$ cat src/design/rv_pipe_config.svh
//--------------------------------------------------------------------------
// Core sizing and reset vector. RV32I only, so XLEN must stay 32
// Register index width is derived from the register count
//--------------------------------------------------------------------------

`ifndef RV_PIPE_CONFIG_SVH
`define RV_PIPE_CONFIG_SVH

// Data path and address width
`define RV_XLEN 32

// Architectural registers, x0 included
`define RV_NREGS 32

// First fetch address after reset
`define RV_RESET_VECTOR 32'h0008_0000

`endif

$ cat src/design/rv_pipe_pkg.sv
//--------------------------------------------------------------------------
// Shared types of the pipeline. Opcodes outside opcode_e decode as no-ops
//--------------------------------------------------------------------------

`include "rv_pipe_config.svh"

package rv_pipe_pkg;

  typedef logic [`RV_XLEN-1:0]          word_t;
  typedef logic [$clog2(`RV_NREGS)-1:0] reg_idx_t;

  // Major opcodes still handled by the decoder
  typedef enum logic [6:0] {
    opc_op     = 7'b0110011,
    opc_op_imm = 7'b0010011,
    opc_lui    = 7'b0110111,
    opc_load   = 7'b0000011,
    opc_store  = 7'b0100011
  } opcode_e;

  typedef enum logic [3:0] {
    alu_add, alu_sub, alu_sll, alu_slt, alu_sltu, alu_xor,
    alu_srl, alu_sra, alu_or, alu_and,
    alu_pass_b                          // LUI immediate straight through
  } alu_op_e;

  typedef enum logic [2:0] {
    mem_none, mem_lw, mem_lh, mem_lhu, mem_lb, mem_lbu, mem_sw
  } mem_op_e;

  // D -> X
  typedef struct packed {
    logic     valid;
    alu_op_e  alu_op;
    mem_op_e  mem_op;
    reg_idx_t rd;
    logic     we;                       // Already excludes x0
    word_t    op_a;
    word_t    op_b;
    word_t    st_data;
  } dx_t;

  // X -> M
  typedef struct packed {
    logic     valid;
    mem_op_e  mem_op;
    reg_idx_t rd;
    logic     we;
    word_t    result;
  } xm_t;

  // W stage record, also the exported writeback port
  typedef struct packed {
    logic     valid;
    reg_idx_t rd;
    word_t    data;
  } wb_t;

  typedef struct packed {
    logic  valid;
    logic  write;
    word_t addr;
    word_t wdata;
  } dmem_req_t;

endpackage

$ cat src/design/rv_fetch.sv
//--------------------------------------------------------------------------
// Fetch. Instruction memory returns data one cycle after the address
// No branches, so the PC only steps by 4 or replays the D-stage pc
//--------------------------------------------------------------------------

`timescale 1ns/1ps
`include "rv_pipe_config.svh"

module rv_fetch import rv_pipe_pkg::*; (
  input  logic  clk,
  input  logic  reset,
  input  logic  stall,
  input  word_t imem_data,
  output word_t imem_addr,
  output word_t pc_d,
  output word_t inst_d,
  output logic  valid_d
);

  word_t pc_f;                            // Next sequential fetch

  // Replay the stalled instruction by asking for its pc again
  assign imem_addr = stall ? pc_d : pc_f;
  assign inst_d    = imem_data;           // Data lands during D

  always_ff @(posedge clk) begin
    pc_d <= imem_addr;                    // Pc of the word now in flight
    if (reset) begin
      pc_f    <= `RV_RESET_VECTOR;
      valid_d <= 1'b0;                    // Nothing requested yet
    end else begin
      pc_f    <= imem_addr + 32'd4;
      valid_d <= 1'b1;
    end
  end

endmodule

$ cat src/design/rv_decode.sv
//--------------------------------------------------------------------------
// Decode and interlock. No bypass paths: D waits until the producer is in W
// Unsupported opcodes and funct encodings leave as bubbles
//--------------------------------------------------------------------------

`timescale 1ns/1ps

module rv_decode import rv_pipe_pkg::*; (
  input  logic     clk,
  input  logic     reset,
  input  word_t    pc_d,
  input  word_t    inst_d,
  input  logic     valid_d,
  input  xm_t      xm,
  input  word_t    rf_rdata_a,
  input  word_t    rf_rdata_b,
  output logic     stall,
  output reg_idx_t rf_raddr_a,
  output reg_idx_t rf_raddr_b,
  output dx_t      dx
);

  opcode_e  opcode;
  logic [2:0] funct3;
  logic [6:0] funct7;
  reg_idx_t rd;
  word_t    imm_i, imm_s, imm_u, shamt;
  alu_op_e  alu_op;
  mem_op_e  mem_op;
  word_t    op_b;
  logic     writes, use_a, use_b, known;
  logic     hit_x, hit_m;

  function automatic alu_op_e alu_from_funct(input logic [2:0] f3, input logic alt);
    case (f3)
      3'b000:  return alt ? alu_sub : alu_add;
      3'b001:  return alu_sll;
      3'b010:  return alu_slt;
      3'b011:  return alu_sltu;
      3'b100:  return alu_xor;
      3'b101:  return alt ? alu_sra : alu_srl;
      3'b110:  return alu_or;
      default: return alu_and;
    endcase
  endfunction

  //------------------------------------------------------------------------
  // Fields and immediates
  //------------------------------------------------------------------------
  assign opcode     = opcode_e'(inst_d[6:0]);
  assign funct3     = inst_d[14:12];
  assign funct7     = inst_d[31:25];
  assign rd         = inst_d[11:7];
  assign rf_raddr_a = inst_d[19:15];
  assign rf_raddr_b = inst_d[24:20];
  assign imm_i = {{20{inst_d[31]}}, inst_d[31:20]};
  assign imm_s = {{20{inst_d[31]}}, inst_d[31:25], inst_d[11:7]};
  assign imm_u = {inst_d[31:12], 12'b0};
  assign shamt = word_t'(inst_d[24:20]);   // Zero-extended shift amount

  always_comb begin
    alu_op = alu_add;                      // Also the address adder
    mem_op = mem_none;
    op_b   = rf_rdata_b;
    writes = 1'b0;
    use_a  = 1'b0;
    use_b  = 1'b0;
    known  = 1'b1;
    case (opcode)
      opc_op: begin
        use_a  = 1'b1;
        use_b  = 1'b1;
        writes = 1'b1;
        alu_op = alu_from_funct(funct3, funct7[5]);
        // Only base and alternate encodings, M extension etc. dropped
        known  = (funct7 == 7'h00) ||
                 (funct7 == 7'h20 && (funct3 == 3'b000 || funct3 == 3'b101));
      end
      opc_op_imm: begin
        use_a  = 1'b1;
        writes = 1'b1;
        alu_op = alu_from_funct(funct3, funct3 == 3'b101 && funct7[5]);
        op_b   = (funct3 == 3'b001 || funct3 == 3'b101) ? shamt : imm_i;
      end
      opc_lui: begin
        writes = 1'b1;
        alu_op = alu_pass_b;
        op_b   = imm_u;
      end
      opc_load: begin
        use_a  = 1'b1;
        writes = 1'b1;
        op_b   = imm_i;
        case (funct3)
          3'b000:  mem_op = mem_lb;
          3'b001:  mem_op = mem_lh;
          3'b010:  mem_op = mem_lw;
          3'b100:  mem_op = mem_lbu;
          3'b101:  mem_op = mem_lhu;
          default: known  = 1'b0;
        endcase
      end
      opc_store: begin
        use_a  = 1'b1;
        use_b  = 1'b1;                     // Store data comes from rs2
        op_b   = imm_s;
        mem_op = mem_sw;
        known  = (funct3 == 3'b010);       // SW only
      end
      default: known = 1'b0;
    endcase
  end

  //------------------------------------------------------------------------
  // Interlock against X and M, W is covered by regfile write-through
  //------------------------------------------------------------------------
  assign hit_x = dx.valid && dx.we &&
                 ((use_a && dx.rd == rf_raddr_a) || (use_b && dx.rd == rf_raddr_b));
  assign hit_m = xm.valid && xm.we &&
                 ((use_a && xm.rd == rf_raddr_a) || (use_b && xm.rd == rf_raddr_b));
  assign stall = valid_d && (hit_x || hit_m);

  always_ff @(posedge clk) begin
    dx.alu_op  <= alu_op;
    dx.mem_op  <= mem_op;
    dx.rd      <= rd;
    dx.we      <= writes && (rd != '0);  // x0 writes dropped here, once
    dx.op_a    <= rf_rdata_a;
    dx.op_b    <= op_b;
    dx.st_data <= rf_rdata_b;
    if (reset) dx.valid <= 1'b0;
    else       dx.valid <= valid_d && known && !stall;  // Bubble on stall
  end

endmodule

$ cat src/design/rv_regfile.sv
//--------------------------------------------------------------------------
// 2R1W register file, no reset on contents. x0 reads as zero
// Same-cycle W write is forwarded to both read ports
//--------------------------------------------------------------------------

`timescale 1ns/1ps
`include "rv_pipe_config.svh"

module rv_regfile import rv_pipe_pkg::*; (
  input  logic     clk,
  input  reg_idx_t raddr_a,
  input  reg_idx_t raddr_b,
  input  wb_t      wr,
  output word_t    rdata_a,
  output word_t    rdata_b
);

  word_t regs [`RV_NREGS];

  always_ff @(posedge clk) begin
    if (wr.valid) regs[wr.rd] <= wr.data;  // wr.valid never set for x0
  end

  // Same priority on both ports, x0 first, then the W write
  always_comb begin
    if (raddr_a == '0)                     rdata_a = '0;
    else if (wr.valid && wr.rd == raddr_a) rdata_a = wr.data;  // Write-through
    else                                   rdata_a = regs[raddr_a];
    if (raddr_b == '0)                     rdata_b = '0;
    else if (wr.valid && wr.rd == raddr_b) rdata_b = wr.data;
    else                                   rdata_b = regs[raddr_b];
  end

endmodule

$ cat src/design/rv_execute.sv
//--------------------------------------------------------------------------
// Execute. ALU plus data-memory request, issued straight from the X regs
// X never stalls, so the X->M register loads every cycle
//--------------------------------------------------------------------------

`timescale 1ns/1ps

module rv_execute import rv_pipe_pkg::*; (
  input  logic      clk,
  input  logic      reset,
  input  dx_t       dx,
  output dmem_req_t dmem_req,
  output xm_t       xm
);

  word_t      alu_out;
  logic [4:0] sh;                         // Shift distance

  assign sh = dx.op_b[4:0];

  //------------------------------------------------------------------------
  // ALU
  //------------------------------------------------------------------------
  always_comb begin
    case (dx.alu_op)
      alu_add:    alu_out = dx.op_a + dx.op_b;   // Also load/store address
      alu_sub:    alu_out = dx.op_a - dx.op_b;
      alu_sll:    alu_out = dx.op_a << sh;
      alu_slt:    alu_out = word_t'($signed(dx.op_a) < $signed(dx.op_b));
      alu_sltu:   alu_out = word_t'(dx.op_a < dx.op_b);
      alu_xor:    alu_out = dx.op_a ^ dx.op_b;
      alu_srl:    alu_out = dx.op_a >> sh;
      alu_sra:    alu_out = word_t'($signed(dx.op_a) >>> sh);  // Sign fill
      alu_or:     alu_out = dx.op_a | dx.op_b;
      alu_and:    alu_out = dx.op_a & dx.op_b;
      alu_pass_b: alu_out = dx.op_b;              // LUI
      default:    alu_out = dx.op_a + dx.op_b;
    endcase
  end

  // Request lives only in X, response comes back during M
  assign dmem_req.valid = dx.valid && (dx.mem_op != mem_none);
  assign dmem_req.write = (dx.mem_op == mem_sw);
  assign dmem_req.addr  = alu_out;
  assign dmem_req.wdata = dx.st_data;

  //------------------------------------------------------------------------
  // X -> M
  //------------------------------------------------------------------------
  always_ff @(posedge clk) begin
    xm.mem_op <= dx.mem_op;
    xm.rd     <= dx.rd;
    xm.we     <= dx.we;
    xm.result <= alu_out;
    if (reset) xm.valid <= 1'b0;
    else       xm.valid <= dx.valid;
  end

endmodule

$ cat src/design/rv_mem_wb.sv
//--------------------------------------------------------------------------
// Memory and writeback. Sub-word loads take the low byte/half of the word
// returned, no lane shift by address
//--------------------------------------------------------------------------

`timescale 1ns/1ps

module rv_mem_wb import rv_pipe_pkg::*; (
  input  logic  clk,
  input  logic  reset,
  input  xm_t   xm,
  input  word_t dmem_rdata,
  output wb_t   wb
);

  word_t load_data;
  word_t wb_data;
  logic  is_load;

  // Load extension
  always_comb begin
    case (xm.mem_op)
      mem_lb:  load_data = {{24{dmem_rdata[7]}}, dmem_rdata[7:0]};
      mem_lbu: load_data = {24'b0, dmem_rdata[7:0]};
      mem_lh:  load_data = {{16{dmem_rdata[15]}}, dmem_rdata[15:0]};
      mem_lhu: load_data = {16'b0, dmem_rdata[15:0]};
      default: load_data = dmem_rdata;    // LW
    endcase
  end

  assign is_load = (xm.mem_op != mem_none) && (xm.mem_op != mem_sw);
  assign wb_data = is_load ? load_data : xm.result;

  //------------------------------------------------------------------------
  // M -> W
  //------------------------------------------------------------------------
  always_ff @(posedge clk) begin
    wb.rd   <= xm.rd;
    wb.data <= wb_data;
    if (reset) wb.valid <= 1'b0;
    else       wb.valid <= xm.valid && xm.we;  // we already false for x0
  end

endmodule

$ cat src/design/rv_pipe_core.sv
//--------------------------------------------------------------------------
// Five-stage RV32I core, ALU ops, LUI, loads and SW only
// Both memories answer in one cycle and never push back
//--------------------------------------------------------------------------

`timescale 1ns/1ps

module rv_pipe_core import rv_pipe_pkg::*; (
  input  logic      clk,
  input  logic      reset,
  output word_t     imem_addr,
  input  word_t     imem_data,
  output dmem_req_t dmem_req,
  input  word_t     dmem_rdata,
  output wb_t       wb              // One pulse per register write
);

  logic     stall;
  logic     valid_d;
  word_t    pc_d, inst_d;
  reg_idx_t rf_raddr_a, rf_raddr_b;
  word_t    rf_rdata_a, rf_rdata_b;
  dx_t      dx;
  xm_t      xm;

  rv_fetch i_fetch (
    .clk       (clk),
    .reset     (reset),
    .stall     (stall),
    .imem_data (imem_data),
    .imem_addr (imem_addr),
    .pc_d      (pc_d),
    .inst_d    (inst_d),
    .valid_d   (valid_d)
  );

  rv_decode i_decode (
    .clk        (clk),
    .reset      (reset),
    .pc_d       (pc_d),
    .inst_d     (inst_d),
    .valid_d    (valid_d),
    .xm         (xm),           // Hazard source in M
    .rf_rdata_a (rf_rdata_a),
    .rf_rdata_b (rf_rdata_b),
    .stall      (stall),
    .rf_raddr_a (rf_raddr_a),
    .rf_raddr_b (rf_raddr_b),
    .dx         (dx)
  );

  rv_regfile i_regfile (
    .clk     (clk),
    .raddr_a (rf_raddr_a),
    .raddr_b (rf_raddr_b),
    .wr      (wb),              // W stage write port
    .rdata_a (rf_rdata_a),
    .rdata_b (rf_rdata_b)
  );

  rv_execute i_execute (
    .clk      (clk),
    .reset    (reset),
    .dx       (dx),
    .dmem_req (dmem_req),
    .xm       (xm)
  );

  rv_mem_wb i_mem_wb (
    .clk        (clk),
    .reset      (reset),
    .xm         (xm),
    .dmem_rdata (dmem_rdata),
    .wb         (wb)
  );

endmodule

$ cat config.mk
export PLATFORM = sky130hd
export DESIGN_NAME = rv_pipe_core
export DESIGN_NICKNAME = d
export VERILOG_FILES = /design/src/design/rv_pipe_pkg.sv /design/src/design/rv_fetch.sv /design/src/design/rv_decode.sv /design/src/design/rv_regfile.sv /design/src/design/rv_execute.sv /design/src/design/rv_mem_wb.sv /design/src/design/rv_pipe_core.sv
export VERILOG_INCLUDE_DIRS = /design/src /design/src/design
export SDC_FILE = /design/constraint.sdc
export NUM_CORES = 2
export LEC_CHECK = 0
export ABC_CLOCK_PERIOD_IN_PS = 3850
export BUFFER_PORTS_ARGS = -buffer_cell sky130_fd_sc_hd__buf_4
export CORE_MARGIN = 4
export CORE_UTILIZATION = 55
export CTS_CLUSTER_DIAMETER = 50
export DETAILED_ROUTE_END_ITERATION = 8
export GPL_TIMING_DRIVEN = 0
export PLACE_DENSITY_LB_ADDON = 0.1
export SLEW_MARGIN = 10
export SYNTH_ARGS = -nofsm -noshare
export SYNTH_HDL_FRONTEND = slang
export SYNTH_SLANG_ARGS = --single-unit
$ cat constraint.sdc
create_clock -name clk -period 3.85 [get_ports clk]
set_input_delay 0.5775 -clock clk [delete_from_list [all_inputs] [get_ports clk]]
set_output_delay 0.5775 -clock clk [all_outputs]
set_load 0.05 [all_outputs]
=== After elaboration in Yosys (flattened, before gate mapping) ===
Memories as Yosys holds them, arrays and structs flattened. A register that Yosys moved wholly into a read port is not among the register bits.
Index checks and enable logic that the tools add are counted.

* Register bits after elaboration: 223
* Bits in latches: 0
* Bits in writable memories: 1,024
* Memory bits (read-only): 0
* Bits of input ports: 66
* Output and inout bits: 136
* Word-level logic and storage cells: 124
* Memories kept: 1

{| class="wikitable"
|+ Memories
! name !! words !! width !! read ports !! clocked after Yosys merged registers in !! wr ports !! RTL line !! text
|-
| i_regfile.regs || 32 || 32 || 2 || 1 || 1 || rv_regfile.sv:18 || <nowiki>word_t regs [`RV_NREGS];</nowiki>
|}

* $add $sub $neg: 3
* $mul: 0
* Div/mod/pow operators: 0
* Magnitude comparators: 2
* Equal/unequal tests: 33
* Shifts and indexed selects: 3
* Mux-type cells: 25
* Bitwise gates (word level): 3
* Reductions and logical operators: 36

{| class="wikitable"
|+ Operators with widths
! cell !! count
|-
| 32-bit case mux with 10 select lines || 1
|-
| 32-bit case mux with 4 select lines || 2
|-
| 32-bit 2-to-1 mux || 5
|-
| 32-bit less-than comparator || 2
|-
| 4-bit case mux with 7 select lines || 2
|-
| 32-bit by 3-bit adder with 32-bit output (second input constant) || 1
|-
| 32-bit adder || 1
|-
| 32-bit AND || 1
|-
| 32-bit OR || 1
|-
| 32-bit by 5-bit << shifter with 32-bit output || 1
|-
| 32-bit by 5-bit >> shifter with 32-bit output || 1
|-
| 32-bit by 5-bit >>> shifter with 32-bit output || 1
|-
| 32-bit subtractor || 1
|-
| 32-bit XOR || 1
|-
| 7-bit by 6-bit equality test with 1-bit output (second input constant) || 4
|-
| 5-bit equality test || 5
|-
| 3-bit equality test (second input constant) || 6
|-
| 1-bit logical AND || 17
|-
| 4-bit by 3-bit equality test with 1-bit output (second input constant) || 4
|-
| 3-bit case mux with 5 select lines || 1
|-
| 3-bit by 2-bit equality test with 1-bit output (second input constant) || 4
|-
| 4-bit equality test (second input constant) || 3
|-
| 4-bit case mux with 3 select lines || 1
|-
| 1-bit 2-to-1 mux || 11
|-
| other kinds (18) || 28
|}

=== Depth between registers and ports, before layout ===
* Depth in word-level cells: 10
* Depth in mapped cells: 17

=== Modules after synthesis ===
From an unflattened synthesis, not the netlist that was laid out.

* Cell total of the unflattened synthesis: 4,678
* Area total of the unflattened synthesis: 65,157.5 um^2

{| class="wikitable"
|+ By module, submodules not included
! module !! times used !! cells an instance !! area an instance (um^2) !! seq. area each (um^2)
|-
| rv_regfile || 1 || 2,543 || 47,709.5 || 30,749.5
|-
| rv_execute || 1 || 1,411 || 9,776.9 || 840.8
|-
| rv_decode || 1 || 297 || 3,329.4 || 2,202.1
|-
| rv_fetch || 1 || 282 || 2,936.6 || 1,301.2
|-
| rv_mem_wb || 1 || 145 || 1,405.1 || 760.7
|}

=== Least setup slack after synthesis ===
No wires, ideal clock.

* Kind: flip-flop to output port
* From: reg, netlist name i_decode.dx[34]
* To: out dmem_req[59] in the netlist's numbering
* Arrival: 4.245 ns
* Data required time: 3.273 ns
* Slack: -0.973 ns
* Cell stages (with the launch flop): 15
* Buffers on the path: 3
* Path through: dfxtp_1 > clkinv_1 > buf_1 > clkbuf_1 > ha_1 > clkbuf_1 > nand3_1 > o211ai_1 > a21oi_1 > o21a_1 > a31oi_1 > o41a_1 > a31o_2 > and3_1 > nor3_1

{| class="wikitable"
|+ RTL lines
! what !! RTL line !! text
|-
| end: declaration || rv_pipe_core.sv:13 || <nowiki>output dmem_req_t dmem_req,</nowiki>
|}

==> results.sh <==
export IMPL_run_status="complete, but fails checks"
export IMPL_failed_checks="capacitance limit, setup timing"
export IMPL_max_clock_freq_mhz=207.7
export IMPL_timing_max_slew_rel_slack_pct=0.1459
export IMPL_place_ws_ns=-2.180
export IMPL_peak_vdd_ir_v=0.0005649
export IMPL_floorplan_die_height_microns=352.3
export IMPL_critPathRequiredTime_ns=3.27
export IMPL_power_per_cell_area_nw_per_um2=556.4
export IMPL_synth_edf_count=1024
export IMPL_synthDistinctLibCells=90
export IMPL_die_x_microns=352.3
export IMPL_yosysWarnings=0
export IMPL_total_power_mw=44.00
export IMPL_start_util_pct=55.29
export IMPL_htreeDepth=4
export IMPL_final_layout_size_suffix_gt1_share_pct=38.59
export IMPL_number_of_drc_markers_in_iteration_0=8257
export IMPL_clockRootBuffer="sky130_fd_sc_hd__clkbuf_16"
export IMPL_grt_usage_pct=43.30
export IMPL_cts_tree="built"
export IMPL_postSynthNetCount=4508
export IMPL_timing_max_cap_violations=2
export IMPL_fin_util_pct=67.06
export IMPL_globalplace_congestion=1.097
export IMPL_syn_area_sq_um=65200
export IMPL_timing_worst_slew_pin_value_ns=1.498
export IMPL_endpoint_kind="output port"
export IMPL_antenna_found_initial=13
export IMPL_postSynth_asyncResetShare_pct=0
export IMPL_drt_wirelength_per_cell_microns=41.46
export IMPL_detail_route_drc_violations=0
export IMPL_syn_area_per_cell_sq_um=15.02
export IMPL_p_leak_nw=27.46
export IMPL_areaGrowthSynthToFinish_pct=21.29
export IMPL_timing_reg2reg_worst_path_depth=15
export IMPL_clk_pin_slew_ns=0.06
export IMPL_synth_top_flop_cell="sky130_fd_sc_hd__edfxtp_1"
export IMPL_stdcell_count=6546
export IMPL_antenna_violating_nets_post_route=0
export IMPL_finalClockSkew_ns=0.05490
export IMPL_setup_viol=60
export IMPL_timing_critical_path_arrival_ns=4.24
export IMPL_final_period_minus_worst_setup_slack_ns=4.816
export IMPL_i_o_pins=202
export IMPL_worstSkewPairLatency_ns=0.80
export IMPL_holdPathStages=3
export IMPL_route_detailed_vias_per_inst=7.353
export IMPL_dp_cells=6140
export IMPL_crit_path_start_kind="register"
export IMPL_grt_setup_unrepaired="yes"
export IMPL_crit_path_max_fanout=5
export IMPL_num_nets_final=5056
export IMPL_post_synth_main_area_contributors="sky130_fd_sc_hd__edfxtp_1 (47%), sky130_fd_sc_hd__mux4_2 (21%), sky130_fd_sc_hd__dfxtp_1 (7.8%)"
export IMPL_overflow=0
export IMPL_detailed_place_hpwl_microns=194500
export IMPL_post_synth_inst_count=4342
export IMPL_vias=48136
export IMPL_min_path_type="in -> reg"
export IMPL_placement_io_buffers=192
export IMPL_tritoncts_num_buffers=144
export IMPL_cts_path_max_buffers=3
export IMPL_cts_num_sinks=1279
export IMPL_design_die_area_sq_um=124100
export IMPL_fill_cell_instance_count_of_the_final_layout=8201
export IMPL_post_synth_top_area_fraction_pct=47.16
export IMPL_slew_viol_final=0
export IMPL_final_hold_viol_count=0
export IMPL_flop_and_latch_count_out_of_synthesis=1279
export IMPL_finalCritPeriodShare_pct=125.1
export IMPL_yosys_area_top_type="sky130_fd_sc_hd__edfxtp_1"
export IMPL_firstDrtPassIters=8
export IMPL_setup_slack_ns=-0.9657
export IMPL_grt_max_degree=36
export IMPL_vias_in_the_first_global_route=46580
export IMPL_fp_coreArea_sq_um=117900
export IMPL_floorplan_rows=126
export IMPL_synth_seq_area_share_pct=54.99
export IMPL_drt_total_wl_microns=271400
export IMPL_final_hold_worst_slack_ns=0.03405
export IMPL_grt_pass1_wl_microns=371300
export IMPL_worstSetupPathType="reg -> out"
stage by stage:
step | area (sq um) | TNS (ns)
floorplan | 65320 | 0
global placement | 68680 | -1262.01
detailed placement | 70510 | -118.90
CTS | 78100 | -19.92
global route | 79070 | -24.12
finish | 79080 | -24.80
Yosys cell counts (all sizes together) (13+ instances only):
cell type  number
a211oi        102
a21o           18
a21oi         170
a221o          35
a221oi         42
a22oi          22
and2           18
and3           18
buf           191
clkbuf        174
dfxtp         255
edfxtp       1024
ha             98
inv           119
mux2           68
mux2i         183
mux4          611
nand2         217
nand2b         28
nand3          51
nand4          21
nor2          311
nor2b          17
nor3           55
o2111ai        14
o211ai         37
o21a           15
o21ai         106
o21bai         13
o221ai         19
o22ai          43
xnor2          41
xor2           22
layer usage:
layer / vias to the layer above / routed length (microns) / global-route usage, %
met5: - / 469 / 1.385
li1: 18712 / - / -
met3: 1057 / 36930 / 14.65
met4: 14 / 25520 / 30.85
met1: 24173 / 93300 / 55.05
met2: 4180 / 115200 / 62.49
critical path, stage by stage (launching register included):
cell,delay (ns)
sky130_fd_sc_hd__dfxtp_4,0.42
sky130_fd_sc_hd__buf_8,0.15
sky130_fd_sc_hd__buf_4,0.11
sky130_fd_sc_hd__mux4_2,0.58
sky130_fd_sc_hd__and2_4,0.19
sky130_fd_sc_hd__o21ai_4,0.18
sky130_fd_sc_hd__o22ai_2,0.09
sky130_fd_sc_hd__a222oi_1,0.87
sky130_fd_sc_hd__nand3_1,0.26
sky130_fd_sc_hd__buf_4,0.21
sky130_fd_sc_hd__o22ai_2,0.10
sky130_fd_sc_hd__a211oi_2,0.11
sky130_fd_sc_hd__buf_6,0.17
logic make-up after synthesis:
logic type / synth area share (%)
compound gates: 8.160
xor+xnor: 0.8463
fa+ha+maj: 1.942
flops: 54.99
buf+inv: 3.387
simple gates: 5.567
mux: 25.10
registers in the layout, indices dropped and copies added, names as in the netlist:
name / cells
i_decode.dx: 110
i_execute.xm: 42
i_fetch.pc_d: 32
i_fetch.pc_f: 32
i_fetch.valid_d: 1
i_mem_wb.wb: 38
i_regfile.regs: 1024
placed cells by master (no fill, tap or decap), types with 61 or more instances in the layout:
cell	n
sky130_fd_sc_hd__a211oi_1	95
sky130_fd_sc_hd__a21oi_1	133
sky130_fd_sc_hd__buf_2	80
sky130_fd_sc_hd__buf_4	340
sky130_fd_sc_hd__clkbuf_1	130
sky130_fd_sc_hd__clkbuf_16	153
sky130_fd_sc_hd__dfxtp_1	182
sky130_fd_sc_hd__edfxtp_1	1024
sky130_fd_sc_hd__ha_1	79
sky130_fd_sc_hd__inv_1	106
sky130_fd_sc_hd__mux2_2	61
sky130_fd_sc_hd__mux2i_1	162
sky130_fd_sc_hd__mux4_2	611
sky130_fd_sc_hd__nand2_1	205
sky130_fd_sc_hd__nor2_1	255
sky130_fd_sc_hd__o21ai_0	72
power by group:
group          internal [mW]  switching [mW]
logic                   4.10            7.58
clock network           8.16            5.94
registers               16.8            1.38
final timing paths:
path / start / endpoint / slack (ns)
worst min register to register: i_decode.dx[104] / i_execute.xm[40] / 0.36
worst max-delay path: i_decode.dx[33] / dmem_req[43] / -0.97
worst min-delay path: dmem_rdata[28] / i_mem_wb.wb[28] / 0.03
worst max register to register: i_decode.dx[97] / i_fetch.pc_f[18] / 0.27
final cells by class:
type / instances / area (sq um) / area share (%)
flip-flops and latches: 1279 / 36010 / 45.53
multi-input cells: 2578 / 29270 / 37.02
repair buffers: 411 / 4380 / 5.539
clock buffers: 182 / 3934 / 4.974
plain buffers: 356 / 2143 / 2.710
well taps: 1536 / 1922 / 2.430
clock inverters: 80 / 927.1 / 1.172
inverters: 120 / 485.5 / 0.6139
diodes: 4 / 10.01 / 0.01266
repair_timing:
item	in CTS	in global routing
gates resized for setup	517	147
hold endpoints to repair	6	0
hold buffers	6	0
endpoints found under the setup margin	80	46
gates cloned	1	0
pin swaps	73	73
buffers inserted	89	53
Power figures use the tool's default switching activity.
